## src/hdl/mcu_pkg.sv

```systemverilog
// Shared widths, store-kind encoding and store configuration type
// EMUL derivation used by the configuration registers

package mcu_pkg;

  ////////////////////////////////////////
  // Widths
  ////////////////////////////////////////

  // Vector register length in bits
  localparam int VLEN    = 8192;
  localparam int VL_W    = $clog2(VLEN);
  localparam int ADDR_W  = 32;
  // sew, lmul and data width codes
  localparam int FIELD_W = 3;

  ////////////////////////////////////////
  // Store encodings
  ////////////////////////////////////////

  // Concatenation of the unit, strided and indexed flags
  // Any pattern other than strided is drained as unit
  typedef enum logic [2:0] {
    STORE_STRIDED = 3'b010,
    STORE_UNIT    = 3'b100
  } store_kind_e;

  typedef struct packed {
    store_kind_e          kind;
    logic [FIELD_W-1:0]   data_sew;
    logic [FIELD_W-1:0]   data_lmul;
  } store_cfg_t;

  // EMUL as a signed exponent: lmul + eew - sew, wrapped to three bits
  // Codes 5, 6 and 7 stand for fractional groupings 1/8, 1/4 and 1/2
  function automatic logic [FIELD_W-1:0] emul_of(
    input logic [FIELD_W-1:0] data_width,
    input logic [FIELD_W-1:0] lmul,
    input logic [FIELD_W-1:0] sew
  );
    logic [FIELD_W-1:0] emul;
    emul = lmul + data_width - sew;
    return emul;
  endfunction

endpackage

```

## src/hdl/sbuff_read_if.sv

```systemverilog
// Store data buffer read interface
// Read controller drives the strobes, the valid pipeline reports back

`timescale 1ns/1ps

interface sbuff_read_if;

  // A buffer read was issued this cycle
  logic rvalid;
  // Freeze the valid pipeline
  logic stall;
  // Buffer not ready, mask the write-stream valid
  logic invalidate;
  // Level that the write-start pulse is taken from
  logic wstart_level;
  // No reads in flight
  logic pipe_empty;
  // Gated write-stream valid
  logic tvalid;

  modport ctrl (
    output rvalid, stall, invalidate, wstart_level,
    input  pipe_empty, tvalid
  );

  modport pipe (
    input  rvalid, stall, invalidate, wstart_level,
    output pipe_empty, tvalid
  );

endinterface

```

## src/hdl/store_cfg_regs.sv

```systemverilog
// Store configuration registers
// Kind from the access flags, data width and EMUL captured per store

`timescale 1ns/1ps

module store_cfg_regs
  import mcu_pkg::*;
(
  input  logic               clk,
  input  logic               rstn,
  input  logic               capture_i,
  input  logic [FIELD_W-1:0] sew_i,
  input  logic [FIELD_W-1:0] lmul_i,
  input  logic [FIELD_W-1:0] data_width_i,
  input  logic               unit_i,
  input  logic               strided_i,
  input  logic               idx_i,
  output store_cfg_t         cfg_o
);

  store_cfg_t cfg_reg;
  store_cfg_t cfg_next;

  ////////////////////////////////////////
  // Next configuration
  ////////////////////////////////////////

  always_comb begin
    // Raw flag pattern is kept, the read side decodes it
    cfg_next.kind = store_kind_e'({unit_i, strided_i, idx_i});
    // Unit and strided both store elements of the encoded data width
    cfg_next.data_sew  = data_width_i;
    cfg_next.data_lmul = emul_of(data_width_i, lmul_i, sew_i);
  end

  ////////////////////////////////////////
  // Capture
  ////////////////////////////////////////

  always_ff @(posedge clk or negedge rstn) begin
    if (!rstn) begin
      cfg_reg <= '0;
    end else if (capture_i) begin
      cfg_reg <= cfg_next;
    end
  end

  assign cfg_o = cfg_reg;

endmodule

```

## src/hdl/store_write_ctrl.sv

```systemverilog
// Store write FSM
// Scheduler handshake, lane to buffer transfer and drain start

`timescale 1ns/1ps

module store_write_ctrl (
  input  logic clk,
  input  logic rstn,
  input  logic st_vld_i,
  input  logic vlane_dvalid_i,
  input  logic sdbuff_write_done_i,
  input  logic read_done_i,
  output logic st_rdy_o,
  output logic capture_o,
  output logic cfg_update_o,
  output logic cntr_rst_o,
  output logic baseaddr_set_o,
  output logic start_o,
  output logic vlane_rdy_o,
  output logic sbuff_wen_o
);

  typedef enum logic [1:0] {
    W_IDLE,
    W_BUFFERED,
    W_WRITE,
    W_WAIT
  } wstate_e;

  wstate_e state_reg;
  wstate_e state_next;

  always_ff @(posedge clk or negedge rstn) begin
    if (!rstn) begin
      state_reg <= W_IDLE;
    end else begin
      state_reg <= state_next;
    end
  end

  ////////////////////////////////////////
  // Next state and strobes
  ////////////////////////////////////////

  always_comb begin
    state_next     = state_reg;
    st_rdy_o       = 1'b0;
    capture_o      = 1'b0;
    cfg_update_o   = 1'b0;
    cntr_rst_o     = 1'b0;
    baseaddr_set_o = 1'b0;
    start_o        = 1'b0;
    vlane_rdy_o    = 1'b0;
    sbuff_wen_o    = 1'b0;

    case (state_reg)
      W_IDLE: begin
        st_rdy_o = 1'b1;
        // Configuration is only present in the acceptance cycle
        if (st_vld_i) begin
          capture_o      = 1'b1;
          baseaddr_set_o = 1'b1;
          state_next     = W_BUFFERED;
        end
      end

      W_BUFFERED: begin
        // Buffer array picks up the registered configuration
        cfg_update_o = 1'b1;
        cntr_rst_o   = 1'b1;
        start_o      = 1'b1;
        state_next   = W_WRITE;
      end

      W_WRITE: begin
        vlane_rdy_o = 1'b1;
        sbuff_wen_o = vlane_dvalid_i;
        // Last element written
        if (vlane_dvalid_i && sdbuff_write_done_i) begin
          state_next = W_WAIT;
        end
      end

      W_WAIT: begin
        if (read_done_i) begin
          state_next = W_IDLE;
        end
      end

      default: begin
        state_next = W_IDLE;
      end
    endcase
  end

endmodule

```

## src/hdl/store_read_ctrl.sv

```systemverilog
// Store read FSM
// Unit-stride burst drain and strided element-by-element drain

`timescale 1ns/1ps

module store_read_ctrl
  import mcu_pkg::*;
(
  input  logic        clk,
  input  logic        rstn,
  input  logic        start_i,
  input  store_kind_e kind_i,
  input  logic        sdbuff_read_rdy_i,
  input  logic        sdbuff_read_done_i,
  input  logic        wr_tready_i,
  input  logic        ctrl_wdone_i,
  sbuff_read_if.ctrl  rd,
  output logic        sdbuff_ren_o,
  output logic        baseaddr_update_o,
  output logic        done_o
);

  typedef enum logic [1:0] {
    R_IDLE,
    R_UNIT,
    R_STRIDED,
    R_STRIDED_WAIT
  } rstate_e;

  rstate_e state_reg;
  rstate_e state_next;

  always_ff @(posedge clk or negedge rstn) begin
    if (!rstn) begin
      state_reg <= R_IDLE;
    end else begin
      state_reg <= state_next;
    end
  end

  ////////////////////////////////////////
  // Next state and buffer controls
  ////////////////////////////////////////

  always_comb begin
    state_next        = state_reg;
    rd.rvalid         = 1'b0;
    rd.stall          = 1'b0;
    rd.invalidate     = 1'b0;
    rd.wstart_level   = 1'b0;
    sdbuff_ren_o      = 1'b0;
    baseaddr_update_o = 1'b0;
    done_o            = 1'b0;

    case (state_reg)
      R_IDLE: begin
        if (start_i) begin
          if (kind_i == STORE_STRIDED) begin
            state_next = R_STRIDED;
          end else begin
            state_next = R_UNIT;
          end
        end
      end

      // Single burst for the whole vector
      R_UNIT: begin
        rd.wstart_level = 1'b1;
        if (sdbuff_read_rdy_i) begin
          rd.rvalid    = 1'b1;
          sdbuff_ren_o = 1'b1;
          if (ctrl_wdone_i) begin
            done_o     = 1'b1;
            state_next = R_IDLE;
          end
          // Nothing left to read
          if (sdbuff_read_done_i && wr_tready_i) begin
            rd.rvalid    = 1'b0;
            sdbuff_ren_o = 1'b0;
          end
          if (!wr_tready_i) begin
            rd.stall     = 1'b1;
            sdbuff_ren_o = 1'b0;
          end
        end else begin
          rd.stall      = 1'b1;
          rd.invalidate = 1'b1;
        end
      end

      // One element per transfer
      R_STRIDED: begin
        rd.wstart_level = 1'b1;
        if (sdbuff_read_rdy_i) begin
          rd.rvalid    = 1'b1;
          sdbuff_ren_o = 1'b1;
          if (rd.tvalid && wr_tready_i) begin
            state_next = R_STRIDED_WAIT;
            if (sdbuff_read_done_i) begin
              rd.rvalid    = 1'b0;
              sdbuff_ren_o = 1'b0;
            end
          end
          if (!wr_tready_i) begin
            rd.stall     = 1'b1;
            sdbuff_ren_o = 1'b0;
          end
        end else begin
          rd.stall      = 1'b1;
          rd.invalidate = 1'b1;
        end
      end

      // Element sent, hold the pipeline until the master is done
      R_STRIDED_WAIT: begin
        rd.stall = 1'b1;
        if (ctrl_wdone_i) begin
          baseaddr_update_o = 1'b1;
          state_next        = R_STRIDED;
          if (rd.pipe_empty) begin
            done_o     = 1'b1;
            state_next = R_IDLE;
          end
        end
      end

      default: begin
        state_next = R_IDLE;
      end
    endcase
  end

endmodule

```

## src/hdl/sdbuff_valid_pipe.sv

```systemverilog
// Store buffer read-valid pipeline
// Write-stream valid, pipeline-empty flag and write-start pulse

`timescale 1ns/1ps

module sdbuff_valid_pipe (
  input  logic       clk,
  input  logic       rstn,
  input  logic       sdbuff_read_done_i,
  sbuff_read_if.pipe rd,
  output logic       wr_tvalid_o,
  output logic       ctrl_wstart_o
);

  // Read valid delayed to match the buffer read latency
  logic [2:0] rvalid_d;
  logic       tvalid_raw;
  logic       wstart_d;

  always_ff @(posedge clk or negedge rstn) begin
    if (!rstn) begin
      rvalid_d <= '0;
    end else if (!rd.stall) begin
      rvalid_d <= {rvalid_d[1:0], rd.rvalid};
    end
  end

  // Last element comes out one stage later
  assign tvalid_raw    = sdbuff_read_done_i ? rvalid_d[2] : rvalid_d[1];
  assign rd.tvalid     = rd.invalidate ? 1'b0 : tvalid_raw;
  assign rd.pipe_empty = (rvalid_d == 3'b000);
  assign wr_tvalid_o   = rd.tvalid;

  ////////////////////////////////////////
  // Write start edge
  ////////////////////////////////////////

  always_ff @(posedge clk or negedge rstn) begin
    if (!rstn) begin
      wstart_d <= 1'b0;
    end else begin
      wstart_d <= rd.wstart_level;
    end
  end

  assign ctrl_wstart_o = rd.wstart_level && !wstart_d;

endmodule

```

## src/hdl/vec_store_cu.sv

```systemverilog
// Vector store control unit top level
// Configuration registers, write and read FSMs, read-valid pipeline

`timescale 1ns/1ps

module vec_store_cu
  import mcu_pkg::*;
(
  input  logic               clk,
  input  logic               rstn,
  // Scheduler configuration
  input  logic [FIELD_W-1:0] mcu_sew_i,
  input  logic [FIELD_W-1:0] mcu_lmul_i,
  input  logic [FIELD_W-1:0] mcu_data_width_i,
  input  logic               mcu_unit_ld_st_i,
  input  logic               mcu_strided_ld_st_i,
  input  logic               mcu_idx_ld_st_i,
  input  logic               mcu_st_vld_i,
  output logic               mcu_st_rdy_o,
  input  logic [ADDR_W-1:0]  mcu_base_addr_i,
  input  logic [ADDR_W-1:0]  mcu_stride_i,
  input  logic [31:0]        mcu_vl_i,
  // Buffer array configuration
  output logic [VL_W-1:0]    cfg_vl_o,
  output logic [FIELD_W-1:0] cfg_store_data_sew_o,
  output logic [FIELD_W-1:0] cfg_store_data_lmul_o,
  output logic [FIELD_W-1:0] store_type_o,
  // Buffer array and lane control
  output logic               store_cfg_update_o,
  output logic               store_cntr_rst_o,
  output logic               store_baseaddr_set_o,
  output logic               store_baseaddr_update_o,
  output logic [ADDR_W-1:0]  store_stride_o,
  output logic [ADDR_W-1:0]  store_baseaddr_o,
  output logic               sdbuff_read_stall_o,
  output logic               sdbuff_read_flush_o,
  output logic               sbuff_wen_o,
  output logic               sdbuff_ren_o,
  output logic               vlane_store_rdy_o,
  input  logic               sdbuff_write_done_i,
  input  logic               sdbuff_read_done_i,
  input  logic               sdbuff_read_rdy_i,
  input  logic               vlane_store_dvalid_i,
  // AXI write master control
  output logic               ctrl_wstart_o,
  input  logic               ctrl_wdone_i,
  output logic               wr_tvalid_o,
  input  logic               wr_tready_i
);

  logic       capture;
  logic       read_start;
  logic       read_done;
  store_cfg_t cfg;

  sbuff_read_if rd_if ();

  assign store_stride_o        = mcu_stride_i;
  assign store_baseaddr_o      = mcu_base_addr_i;
  assign cfg_vl_o              = mcu_vl_i[VL_W-1:0];
  assign store_type_o          = cfg.kind;
  assign cfg_store_data_sew_o  = cfg.data_sew;
  assign cfg_store_data_lmul_o = cfg.data_lmul;
  assign sdbuff_read_stall_o   = rd_if.stall;
  // No flush on the store data buffer
  assign sdbuff_read_flush_o   = 1'b0;

  store_cfg_regs u_cfg (
    .clk          (clk),
    .rstn         (rstn),
    .capture_i    (capture),
    .sew_i        (mcu_sew_i),
    .lmul_i       (mcu_lmul_i),
    .data_width_i (mcu_data_width_i),
    .unit_i       (mcu_unit_ld_st_i),
    .strided_i    (mcu_strided_ld_st_i),
    .idx_i        (mcu_idx_ld_st_i),
    .cfg_o        (cfg)
  );

  store_write_ctrl u_wr (
    .clk                 (clk),
    .rstn                (rstn),
    .st_vld_i            (mcu_st_vld_i),
    .vlane_dvalid_i      (vlane_store_dvalid_i),
    .sdbuff_write_done_i (sdbuff_write_done_i),
    .read_done_i         (read_done),
    .st_rdy_o            (mcu_st_rdy_o),
    .capture_o           (capture),
    .cfg_update_o        (store_cfg_update_o),
    .cntr_rst_o          (store_cntr_rst_o),
    .baseaddr_set_o      (store_baseaddr_set_o),
    .start_o             (read_start),
    .vlane_rdy_o         (vlane_store_rdy_o),
    .sbuff_wen_o         (sbuff_wen_o)
  );

  store_read_ctrl u_rd (
    .clk                (clk),
    .rstn               (rstn),
    .start_i            (read_start),
    .kind_i             (cfg.kind),
    .sdbuff_read_rdy_i  (sdbuff_read_rdy_i),
    .sdbuff_read_done_i (sdbuff_read_done_i),
    .wr_tready_i        (wr_tready_i),
    .ctrl_wdone_i       (ctrl_wdone_i),
    .rd                 (rd_if.ctrl),
    .sdbuff_ren_o       (sdbuff_ren_o),
    .baseaddr_update_o  (store_baseaddr_update_o),
    .done_o             (read_done)
  );

  sdbuff_valid_pipe u_pipe (
    .clk                (clk),
    .rstn               (rstn),
    .sdbuff_read_done_i (sdbuff_read_done_i),
    .rd                 (rd_if.pipe),
    .wr_tvalid_o        (wr_tvalid_o),
    .ctrl_wstart_o      (ctrl_wstart_o)
  );

endmodule

```

## config.mk

```make
export PLATFORM = sky130hd
export DESIGN_NAME = vec_store_cu
export DESIGN_NICKNAME = d
export VERILOG_FILES = /design/src/hdl/mcu_pkg.sv /design/src/hdl/sbuff_read_if.sv /design/src/hdl/store_cfg_regs.sv /design/src/hdl/store_write_ctrl.sv /design/src/hdl/store_read_ctrl.sv /design/src/hdl/sdbuff_valid_pipe.sv /design/src/hdl/vec_store_cu.sv
export SDC_FILE = /design/constraint.sdc
export NUM_CORES = 1
export LEC_CHECK = 0
export CAP_MARGIN = 5
export CORE_AREA = 2 2 83 85
export CTS_BUF_LIST = sky130_fd_sc_hd__clkbuf_8 sky130_fd_sc_hd__clkbuf_16
export DETAILED_ROUTE_END_ITERATION = 12
export DIE_AREA = 0 0 85 87
export DONT_BUFFER_PORTS = 1
export PLACE_DENSITY = 0.36
export SYNTH_ARGS = -nofsm -noshare
export SYNTH_HDL_FRONTEND = slang
export SYNTH_SLANG_ARGS = --single-unit
```

## constraint.sdc

```tcl
create_clock -name clk -period 2.7 [get_ports clk]
set_input_delay 0 -clock clk [delete_from_list [all_inputs] [get_ports clk]]
set_output_delay 0 -clock clk [all_outputs]
set_load 0.02 [all_outputs]
```

==> results of run 1 <==
-- worst min-delay path by stage --
stage	to
floorplan	u_cfg.cfg_o[0]$_DFFE_PN0P_
global placement	u_cfg.cfg_o[0]$_DFFE_PN0P_
detailed placement	u_cfg.cfg_o[8]$_DFFE_PN0P_
CTS	store_baseaddr_o[17]
global route	store_stride_o[8]
finish	cfg_vl_o[11]
-- report_power, final --
group / leakage [uW] / switching [uW] / total (uW) / internal, uW
combinational: 0.000362 / 387 / 695 / 308
clock: 0.0000255 / 95.6 / 198 / 103
sequential: 0.000209 / 193 / 577 / 384
total: 0.000597 / 675 / 1470 / 795
-- area by class of cell --
class / count / area share (%)
Inverter: 14 / 4.08
Clock buffer: 3 / 3.20
Multi-Input combinational cell: 69 / 45.5
Timing Repair Buffer: 8 / 6.02
Tap cell: 80 / 7.77
Sequential cell: 17 / 33.0
Clock inverter: 1 / 0.388
-- layout by cell type, fill, tap and decap left out --
cell type	n
sky130_fd_sc_hd__a21oi_1	3
sky130_fd_sc_hd__conb_1	1
sky130_fd_sc_hd__dlygate4sd3_1	7
sky130_fd_sc_hd__clkinv_2	1
sky130_fd_sc_hd__buf_4	1
sky130_fd_sc_hd__o21ai_1	3
sky130_fd_sc_hd__fa_1	2
sky130_fd_sc_hd__mux2_4	1
sky130_fd_sc_hd__o21ai_0	1
sky130_fd_sc_hd__or2_1	1
sky130_fd_sc_hd__mux2i_1	3
sky130_fd_sc_hd__xor2_1	1
sky130_fd_sc_hd__a311o_1	1
sky130_fd_sc_hd__a21boi_0	1
sky130_fd_sc_hd__nand2b_1	2
sky130_fd_sc_hd__nand3_1	1
sky130_fd_sc_hd__o21bai_1	1
sky130_fd_sc_hd__ha_1	11
sky130_fd_sc_hd__nor3_1	1
sky130_fd_sc_hd__dfrtp_1	17
sky130_fd_sc_hd__nor3_2	1
sky130_fd_sc_hd__nor3b_1	1
sky130_fd_sc_hd__nand4b_1	1
sky130_fd_sc_hd__xnor2_1	3
sky130_fd_sc_hd__o2111ai_1	1
sky130_fd_sc_hd__mux2_1	5
sky130_fd_sc_hd__and2_1	2
sky130_fd_sc_hd__nor4bb_1	1
sky130_fd_sc_hd__nand2_1	7
sky130_fd_sc_hd__inv_1	14
sky130_fd_sc_hd__nor2b_1	3
sky130_fd_sc_hd__nor2_1	4
sky130_fd_sc_hd__a31oi_1	1
sky130_fd_sc_hd__mux2_2	5
sky130_fd_sc_hd__clkbuf_8	3
-- metrics by stage --
stage / hold slack (ns) / setup slack [ns] / total power (uW) / util, %
floorplan: -0.296 / 0.842 / 1300 / -
detailed placement: -0.295 / 0.749 / 1280 / 17.8
global route: 0.0000293 / 0.634 / 1590 / 19.6
finish: 0.00000650 / 0.783 / 1470 / 19.6
global placement: -0.295 / 0.766 / 1260 / 17.8
CTS: 0.000137 / 0.736 / 1490 / 19.6
-- routing by layer --
metal  up-vias  part of all wire, %
met3        24                   21
met5         -                    0
met1       349                   25
li1        357                    -
met4         0                  4.7
met2        95                   49
-- critical path: cells and delay by family, from the launching register on --
| kind | cells | cell delay, ns |
|---|---|---|
| multiplexers | 1 | 0.31 |
| adder cells (fa/ha/maj) | 1 | 0.23 |
| AND/OR/NAND/NOR | 2 | 0.44 |
| AO/OA/AOI/OAI | 1 | 0.41 |
| flip-flops | 1 | 0.41 |
-- synth_stat cells, types with 2 or more instances --
library cell               count  area (sq um)
sky130_fd_sc_hd__ha_1         11           138
sky130_fd_sc_hd__inv_1        14          52.6
sky130_fd_sc_hd__and2_1        2          12.5
sky130_fd_sc_hd__mux2_1        5          56.3
sky130_fd_sc_hd__xnor2_1       3          26.3
sky130_fd_sc_hd__nand2b_1      2          12.5
sky130_fd_sc_hd__nor2_1        4          15.0
sky130_fd_sc_hd__buf_4        79           593
sky130_fd_sc_hd__nor2b_1       3          18.8
sky130_fd_sc_hd__mux2i_1       3          30.0
sky130_fd_sc_hd__fa_1          2          40.0
sky130_fd_sc_hd__a21oi_1       3          15.0
sky130_fd_sc_hd__dfrtp_1      17           425
sky130_fd_sc_hd__mux2_2        5          56.3
sky130_fd_sc_hd__o21ai_1       3          15.0
sky130_fd_sc_hd__nand2_1       7          26.3
-- cell families after synthesis --
logic type	after synthesis
buf+inv	94
flops	17
fa+ha+maj	13
compound gates	12
mux	14
xor+xnor	4
other cells	1
simple gates	25
-- timing repair --
action | 4_1_cts | 5_1_grt
hold buffers | 7 | 0
endpoints found under the hold margin | 23 | 0
buffers inserted | 0 | 0
==> run_summary.xml, run 1 <==
<?xml version="1.0" encoding="UTF-8"?>
<metrics>
  <group name="sta">
    <metric name="drv_slew" unit="">0</metric>
    <metric name="fin_setup_tns" unit="ns">0</metric>
    <metric name="rsz0062_at_grt" unit="">false</metric>
    <metric name="fin_crit_sh" unit="%">71.0</metric>
    <metric name="relSlewSlack" unit="%">45.7</metric>
    <metric name="achievable-frequency" unit="GHz">0.522</metric>
    <metric name="skew" unit="ns">0.00301</metric>
    <metric name="timing.final.setup_violations" unit="">0</metric>
    <metric name="timing.final.hold_violations" unit="">0</metric>
    <metric name="tightestPinTransition" unit="ns">0.812</metric>
    <metric name="min_period" unit="ns">1.92</metric>
  </group>
  <group name="critical_path">
    <metric name="timing.rr.end" unit="">u_wr.state_reg[1]$_DFFE_PN0P_</metric>
    <metric name="timing.reg2reg.setup_slack" unit="ns">0.78</metric>
    <metric name="regToRegStartpoint" unit="">u_rd.state_reg[0]$_DFFE_PN0P_</metric>
    <metric name="cpPeakStageDelay" unit="ns">0.41</metric>
    <metric name="endpoint" unit="">u_wr.state_reg[1]$_DFFE_PN0P_</metric>
    <metric name="timing.reg2reg.worst_path_depth" unit="">5</metric>
    <metric name="startpoint_of_the_worst_setup_timing_path" unit="">u_rd.state_reg[0]$_DFFE_PN0P_</metric>
    <metric name="series_of_cell_instances_along_the_critical_path" unit="">ha_1 &gt; and2_1 &gt; nand2_1 &gt; a311o_1 &gt; mux2_4</metric>
    <metric name="setup.worst_path.class" unit="">flop to flop</metric>
    <metric name="worst-endpoint-arrival" unit="ns">2.06</metric>
    <metric name="crit_fanout" unit="">5</metric>
    <metric name="slowest_stage" unit="">sky130_fd_sc_hd__dfrtp_1</metric>
    <metric name="cp-start-kind" unit="">flop</metric>
    <metric name="worstPathRequired" unit="ns">2.84</metric>
    <metric name="setup.worst_path.end_class" unit="">flop</metric>
  </group>
  <group name="clocking">
    <metric name="postCtsResizedCells" unit="">0</metric>
    <metric name="cts_buffers" unit="">3</metric>
    <metric name="insertion_delay" unit="ns">0.25</metric>
    <metric name="largest_buffer_count_on_any_clock_path" unit="">2</metric>
    <metric name="number_of_h_tree_levels" unit="">1</metric>
    <metric name="clkTransAtPathRegs" unit="ns">0.07</metric>
    <metric name="clkSinkCount" unit="">17</metric>
    <metric name="cts_tree" unit="">built</metric>
    <metric name="clock-root-buffer" unit="">sky130_fd_sc_hd__clkbuf_8</metric>
  </group>
  <group name="layout">
    <metric name="finalNonFillerCells" unit="">192</metric>
    <metric name="final_net_count" unit="">243</metric>
    <metric name="max_ffs_per_register" unit="">9</metric>
    <metric name="fillers" unit="">709</metric>
    <metric name="antenna-diode-count" unit="">0</metric>
    <metric name="area_growth_syn_to_layout" unit="%">-22.4</metric>
    <metric name="multi_input_comb_area" unit="sq um">587</metric>
    <metric name="final_layout_size_suffix_gt1_share" unit="%">10.7</metric>
    <metric name="postLayoutCellArea" unit="sq um">1290</metric>
    <metric name="final-seq-area" unit="sq um">425</metric>
  </group>
  <group name="run">
    <metric name="reported_max_cap_violation_count" unit="">0</metric>
  </group>
  <group name="placed_design">
    <metric name="place.detailed.instances" unit="">181</metric>
    <metric name="place.port_buffers" unit="">0</metric>
    <metric name="detailed_place_hpwl" unit="um">3310</metric>
    <metric name="postPlaceCellArea" unit="sq um">1170</metric>
    <metric name="gpl_congestion" unit="">0.710</metric>
  </group>
  <group name="power">
    <metric name="power_per_cell_area" unit="nW/um^2">1140</metric>
    <metric name="leakage" unit="uW">0.000597</metric>
    <metric name="vdd_drop_max" unit="uV">442</metric>
  </group>
  <group name="run_status">
    <metric name="run_status" unit="">completed</metric>
  </group>
  <group name="synth">
    <metric name="synth.area.mux_share" unit="%">9.49</metric>
    <metric name="synth-main-ff-cell" unit="">sky130_fd_sc_hd__dfrtp_1</metric>
    <metric name="postSynthAreaPerCell" unit="sq um">9.23</metric>
    <metric name="ys_seq_elements" unit="">17</metric>
    <metric name="mappedNetlistNets" unit="">310</metric>
    <metric name="synth-compound-area-share" unit="%">4.52</metric>
    <metric name="yosys.area_share.simple" unit="%">8.28</metric>
    <metric name="yosys_warnings" unit="">0</metric>
    <metric name="synth_xor_area_share" unit="%">2.11</metric>
    <metric name="seq_area_frac_synth" unit="%">25.6</metric>
    <metric name="synth-async-reset-ratio" unit="%">100</metric>
    <metric name="synth_top_family_by_area" unit="">buffers and inverters</metric>
    <metric name="netlist-cell-type-count" unit="">33</metric>
    <metric name="synth_cells" unit="">180</metric>
    <metric name="count_of_flip_flops_with_a_built_in_enable_after_synthesis" unit="">0</metric>
    <metric name="mappedNetlistArea" unit="sq um">1660</metric>
    <metric name="synth-adder-area-share" unit="%">10.7</metric>
  </group>
  <group name="route">
    <metric name="drtPass1Iterations" unit="">4</metric>
    <metric name="vias" unit="">825</metric>
    <metric name="initialDrtViolationCount" unit="">33</metric>
    <metric name="postRouteAntennaNets" unit="">0</metric>
    <metric name="routed_wl_per_cell" unit="um">20.0</metric>
    <metric name="number_of_design_rule_violations_left_after_detail_routing" unit="">0</metric>
    <metric name="via_to_cell_ratio" unit="">4.30</metric>
    <metric name="routed_wirelength" unit="um">3830</metric>
  </group>
  <group name="min_path">
    <metric name="hold_start" unit="">mcu_vl_i[11]</metric>
    <metric name="min_path_cells" unit="">0</metric>
    <metric name="timing.hold.worst.class" unit="">input pin to output port</metric>
  </group>
  <group name="floorplan">
    <metric name="num_io_pins" unit="">215</metric>
    <metric name="die_area" unit="sq um">7400</metric>
    <metric name="placementRows" unit="">30</metric>
    <metric name="floorplan.initialDensity" unit="%">25.3</metric>
    <metric name="chipWidth" unit="um">85</metric>
    <metric name="core" unit="sq um">6570</metric>
    <metric name="die_y" unit="um">87</metric>
  </group>
  <group name="global_routing">
    <metric name="grt_first_pass_wirelength" unit="um">5380</metric>
    <metric name="total_routing_usage_reported_by_global_routing" unit="%">9.75</metric>
    <metric name="grt_start_max_net_pins" unit="">18</metric>
    <metric name="grt.met3_usage" unit="%">8.44</metric>
    <metric name="global_route.usage.met1" unit="%">7.47</metric>
    <metric name="antenna_violations_before_repair" unit="">0</metric>
    <metric name="grt_overflow_total" unit="">0</metric>
    <metric name="highest_utilization_routing_layer_at_the_global_route_stage" unit="">met2</metric>
    <metric name="grt_pass1_vias" unit="">910</metric>
    <metric name="grt.met2_usage" unit="%">16.3</metric>
  </group>
</metrics>
Note: power is estimated with default switching activity, not from simulation.
==> run 2: changes to the inputs <==
==> constraint.sdc (replaced) <==
create_clock -name clk -period 2 [get_ports clk]
set_input_delay 0 -clock clk [delete_from_list [all_inputs] [get_ports clk]]
set_output_delay 0 -clock clk [all_outputs]
set_load 0.02 [all_outputs]
==> run_summary.xml, run 2 (synthesis gave the netlist of run 1 again) <==
<?xml version="1.0" encoding="UTF-8"?>
<metrics>
  <group name="critical_path">
    <metric name="timing.reg2reg.worst_path_depth" unit="">5</metric>
    <metric name="cp-start-kind" unit="">input pin</metric>
    <metric name="crit_fanout" unit="">2</metric>
    <metric name="setup.worst_path.class" unit="">input pin to flop</metric>
    <metric name="regToRegStartpoint" unit="">u_rd.state_reg[0]$_DFFE_PN0P_</metric>
    <metric name="setup.worst_path.end_class" unit="">flop</metric>
    <metric name="timing.reg2reg.setup_slack" unit="ns">0.21</metric>
    <metric name="timing.rr.end" unit="">u_rd.state_reg[0]$_DFFE_PN0P_</metric>
    <metric name="worstPathRequired" unit="ns">2.14</metric>
    <metric name="worst-endpoint-arrival" unit="ns">1.93</metric>
  </group>
  <group name="sta">
    <metric name="fin_setup_tns" unit="ns">0</metric>
    <metric name="achievable-frequency" unit="GHz">0.558</metric>
    <metric name="timing.final.hold_violations" unit="">0</metric>
    <metric name="relSlewSlack" unit="%">47.0</metric>
    <metric name="skew" unit="ns">0.000795</metric>
    <metric name="drv_slew" unit="">0</metric>
    <metric name="rsz0062_at_grt" unit="">false</metric>
    <metric name="fin_crit_sh" unit="%">89.6</metric>
    <metric name="timing.final.setup_violations" unit="">0</metric>
    <metric name="min_period" unit="ns">1.79</metric>
    <metric name="tightestPinTransition" unit="ns">0.793</metric>
  </group>
  <group name="floorplan">
    <metric name="placementRows" unit="">30</metric>
    <metric name="die_y" unit="um">87</metric>
    <metric name="num_io_pins" unit="">215</metric>
    <metric name="core" unit="sq um">6570</metric>
    <metric name="floorplan.initialDensity" unit="%">25.3</metric>
    <metric name="chipWidth" unit="um">85</metric>
    <metric name="die_area" unit="sq um">7400</metric>
  </group>
  <group name="route">
    <metric name="drtPass1Iterations" unit="">4</metric>
    <metric name="postRouteAntennaNets" unit="">0</metric>
    <metric name="number_of_design_rule_violations_left_after_detail_routing" unit="">0</metric>
    <metric name="routed_wl_per_cell" unit="um">19.6</metric>
    <metric name="wire_length_the_detailed_router_placed_on_met1" unit="um">952</metric>
    <metric name="routed_wirelength" unit="um">3860</metric>
    <metric name="met3_length" unit="um">810</metric>
    <metric name="initialDrtViolationCount" unit="">10</metric>
    <metric name="vias" unit="">847</metric>
    <metric name="dr.max_layer_used" unit="">met4</metric>
    <metric name="via_to_cell_ratio" unit="">4.30</metric>
    <metric name="met2RoutedLength" unit="um">1920</metric>
  </group>
  <group name="clocking">
    <metric name="cts_buffers" unit="">3</metric>
    <metric name="largest_buffer_count_on_any_clock_path" unit="">2</metric>
    <metric name="insertion_delay" unit="ns">0.25</metric>
    <metric name="cts_tree" unit="">built</metric>
    <metric name="clock-root-buffer" unit="">sky130_fd_sc_hd__clkbuf_8</metric>
    <metric name="clkSinkCount" unit="">17</metric>
    <metric name="clkTransAtPathRegs" unit="ns">0.07</metric>
    <metric name="number_of_h_tree_levels" unit="">1</metric>
  </group>
  <group name="global_routing">
    <metric name="grt_overflow_total" unit="">0</metric>
    <metric name="grt_first_pass_wirelength" unit="um">5550</metric>
    <metric name="grt_pass1_vias" unit="">970</metric>
    <metric name="grt_start_max_net_pins" unit="">18</metric>
    <metric name="antenna_violations_before_repair" unit="">0</metric>
    <metric name="total_routing_usage_reported_by_global_routing" unit="%">9.97</metric>
  </group>
  <group name="layout">
    <metric name="max_ffs_per_register" unit="">9</metric>
    <metric name="layout.cells.most_common_list" unit="">sky130_fd_sc_hd__dfrtp_1, sky130_fd_sc_hd__inv_1, sky130_fd_sc_hd__ha_1</metric>
    <metric name="final_net_count" unit="">248</metric>
    <metric name="mostFrequentLayoutCell" unit="">sky130_fd_sc_hd__dfrtp_1</metric>
    <metric name="final_layout_size_suffix_gt1_share" unit="%">13.7</metric>
    <metric name="area_growth_syn_to_layout" unit="%">-20.3</metric>
    <metric name="antenna-diode-count" unit="">0</metric>
  </group>
  <group name="placed_design">
    <metric name="place.port_buffers" unit="">0</metric>
    <metric name="detailed_place_hpwl" unit="um">3360</metric>
    <metric name="gpl_congestion" unit="">0.691</metric>
  </group>
  <group name="power">
    <metric name="vdd_drop_max" unit="uV">437</metric>
    <metric name="power_per_cell_area" unit="nW/um^2">1520</metric>
    <metric name="post-layout-total-power" unit="uW">2010</metric>
    <metric name="leakage" unit="uW">0.000623</metric>
  </group>
  <group name="run">
    <metric name="reported_max_cap_violation_count" unit="">0</metric>
  </group>
  <group name="run_status">
    <metric name="run_status" unit="">completed</metric>
  </group>
  <group name="min_path">
    <metric name="hold_start" unit="">mcu_vl_i[11]</metric>
    <metric name="min_path_cells" unit="">0</metric>
    <metric name="holdPathEnd" unit="">cfg_vl_o[11]</metric>
    <metric name="timing.hold.worst.class" unit="">input pin to output port</metric>
  </group>
</metrics>
==> run 2: cell count changes in the layout (fill, tap and decap cells not counted), sizes merged <==
cell,before,now
buf,1,6
clkinv,1,0
inv,14,15
==> run 2: area by class of cell <==
cell class | count | area (sq um)
tap | 80 | 100
multi-input combinational | 69 | 587
inverter | 14 | 52.6
timing repair buffer | 13 | 115
clock inverter | 1 | 3.75
clock buffer | 3 | 41.3
sequential | 17 | 425
fill | 716 | 5240
==> run 2: per-layer routing <==
layer	up-vias	track usage, %
li1	366	-
met1	363	7.76
met2	94	16.8
met3	24	8.34
met4	0	6.20
met5	-	0
==> run 2: through the flow <==
stage                     hold WS, ns  area [sq um]  cells  util [%]  setup slack [ns]
after CTS                    0.000137          1330    197      20.2             0.183
after global routing        0.0000293          1330    197      20.2            0.0692
after global placement         -0.295          1210    186      18.4             0.211
after detailed placement       -0.295          1210    186      18.4             0.193
after floorplan                -0.296          1660    180         -             0.142
final                      0.00000650          1330    197      20.2             0.207
==> run 2: what timing repair did <==
item | in CTS | in global routing
setup buffers | 0 | 0
resized for setup | 0 | 0
hold buffers | 7 | 0
endpoints found under the hold margin | 23 | 0
setup endpoints to repair | 0 | 0
==> run 2: report_power, final <==
part           internal (uW)  switching, uW
Combinational            454            534
Sequential               519            257
Clock                    136            114
Total                   1110            905
==> run 2: worst max-delay path: stages <==
cell                            delay, ns
sky130_fd_sc_hd__dlygate4sd3_1       0.52
sky130_fd_sc_hd__inv_1               0.06
sky130_fd_sc_hd__fa_1                0.47
sky130_fd_sc_hd__inv_1               0.05
sky130_fd_sc_hd__fa_1                0.43
sky130_fd_sc_hd__xor2_1              0.16
sky130_fd_sc_hd__xnor2_1             0.16
sky130_fd_sc_hd__o21ai_1             0.07
==> run 2: worst max path at each step <==
stage,startpoint,to,slack [ns],cells past startpoint
floorplan,u_rd.state_reg[0]$_DFFE_PN0P_,u_rd.state_reg[0]$_DFFE_PN0P_,0.14,5
global placement,u_rd.state_reg[0]$_DFFE_PN0P_,u_rd.state_reg[0]$_DFFE_PN0P_,0.21,5
detailed placement,u_rd.state_reg[0]$_DFFE_PN0P_,u_rd.state_reg[0]$_DFFE_PN0P_,0.19,5
CTS,u_rd.state_reg[0]$_DFFE_PN0P_,u_rd.state_reg[0]$_DFFE_PN0P_,0.18,5
global route,u_rd.state_reg[0]$_DFFE_PN0P_,u_rd.state_reg[0]$_DFFE_PN0P_,0.07,5
finish,mcu_data_width_i[1],u_cfg.cfg_o[2]$_DFFE_PN0P_,0.21,8
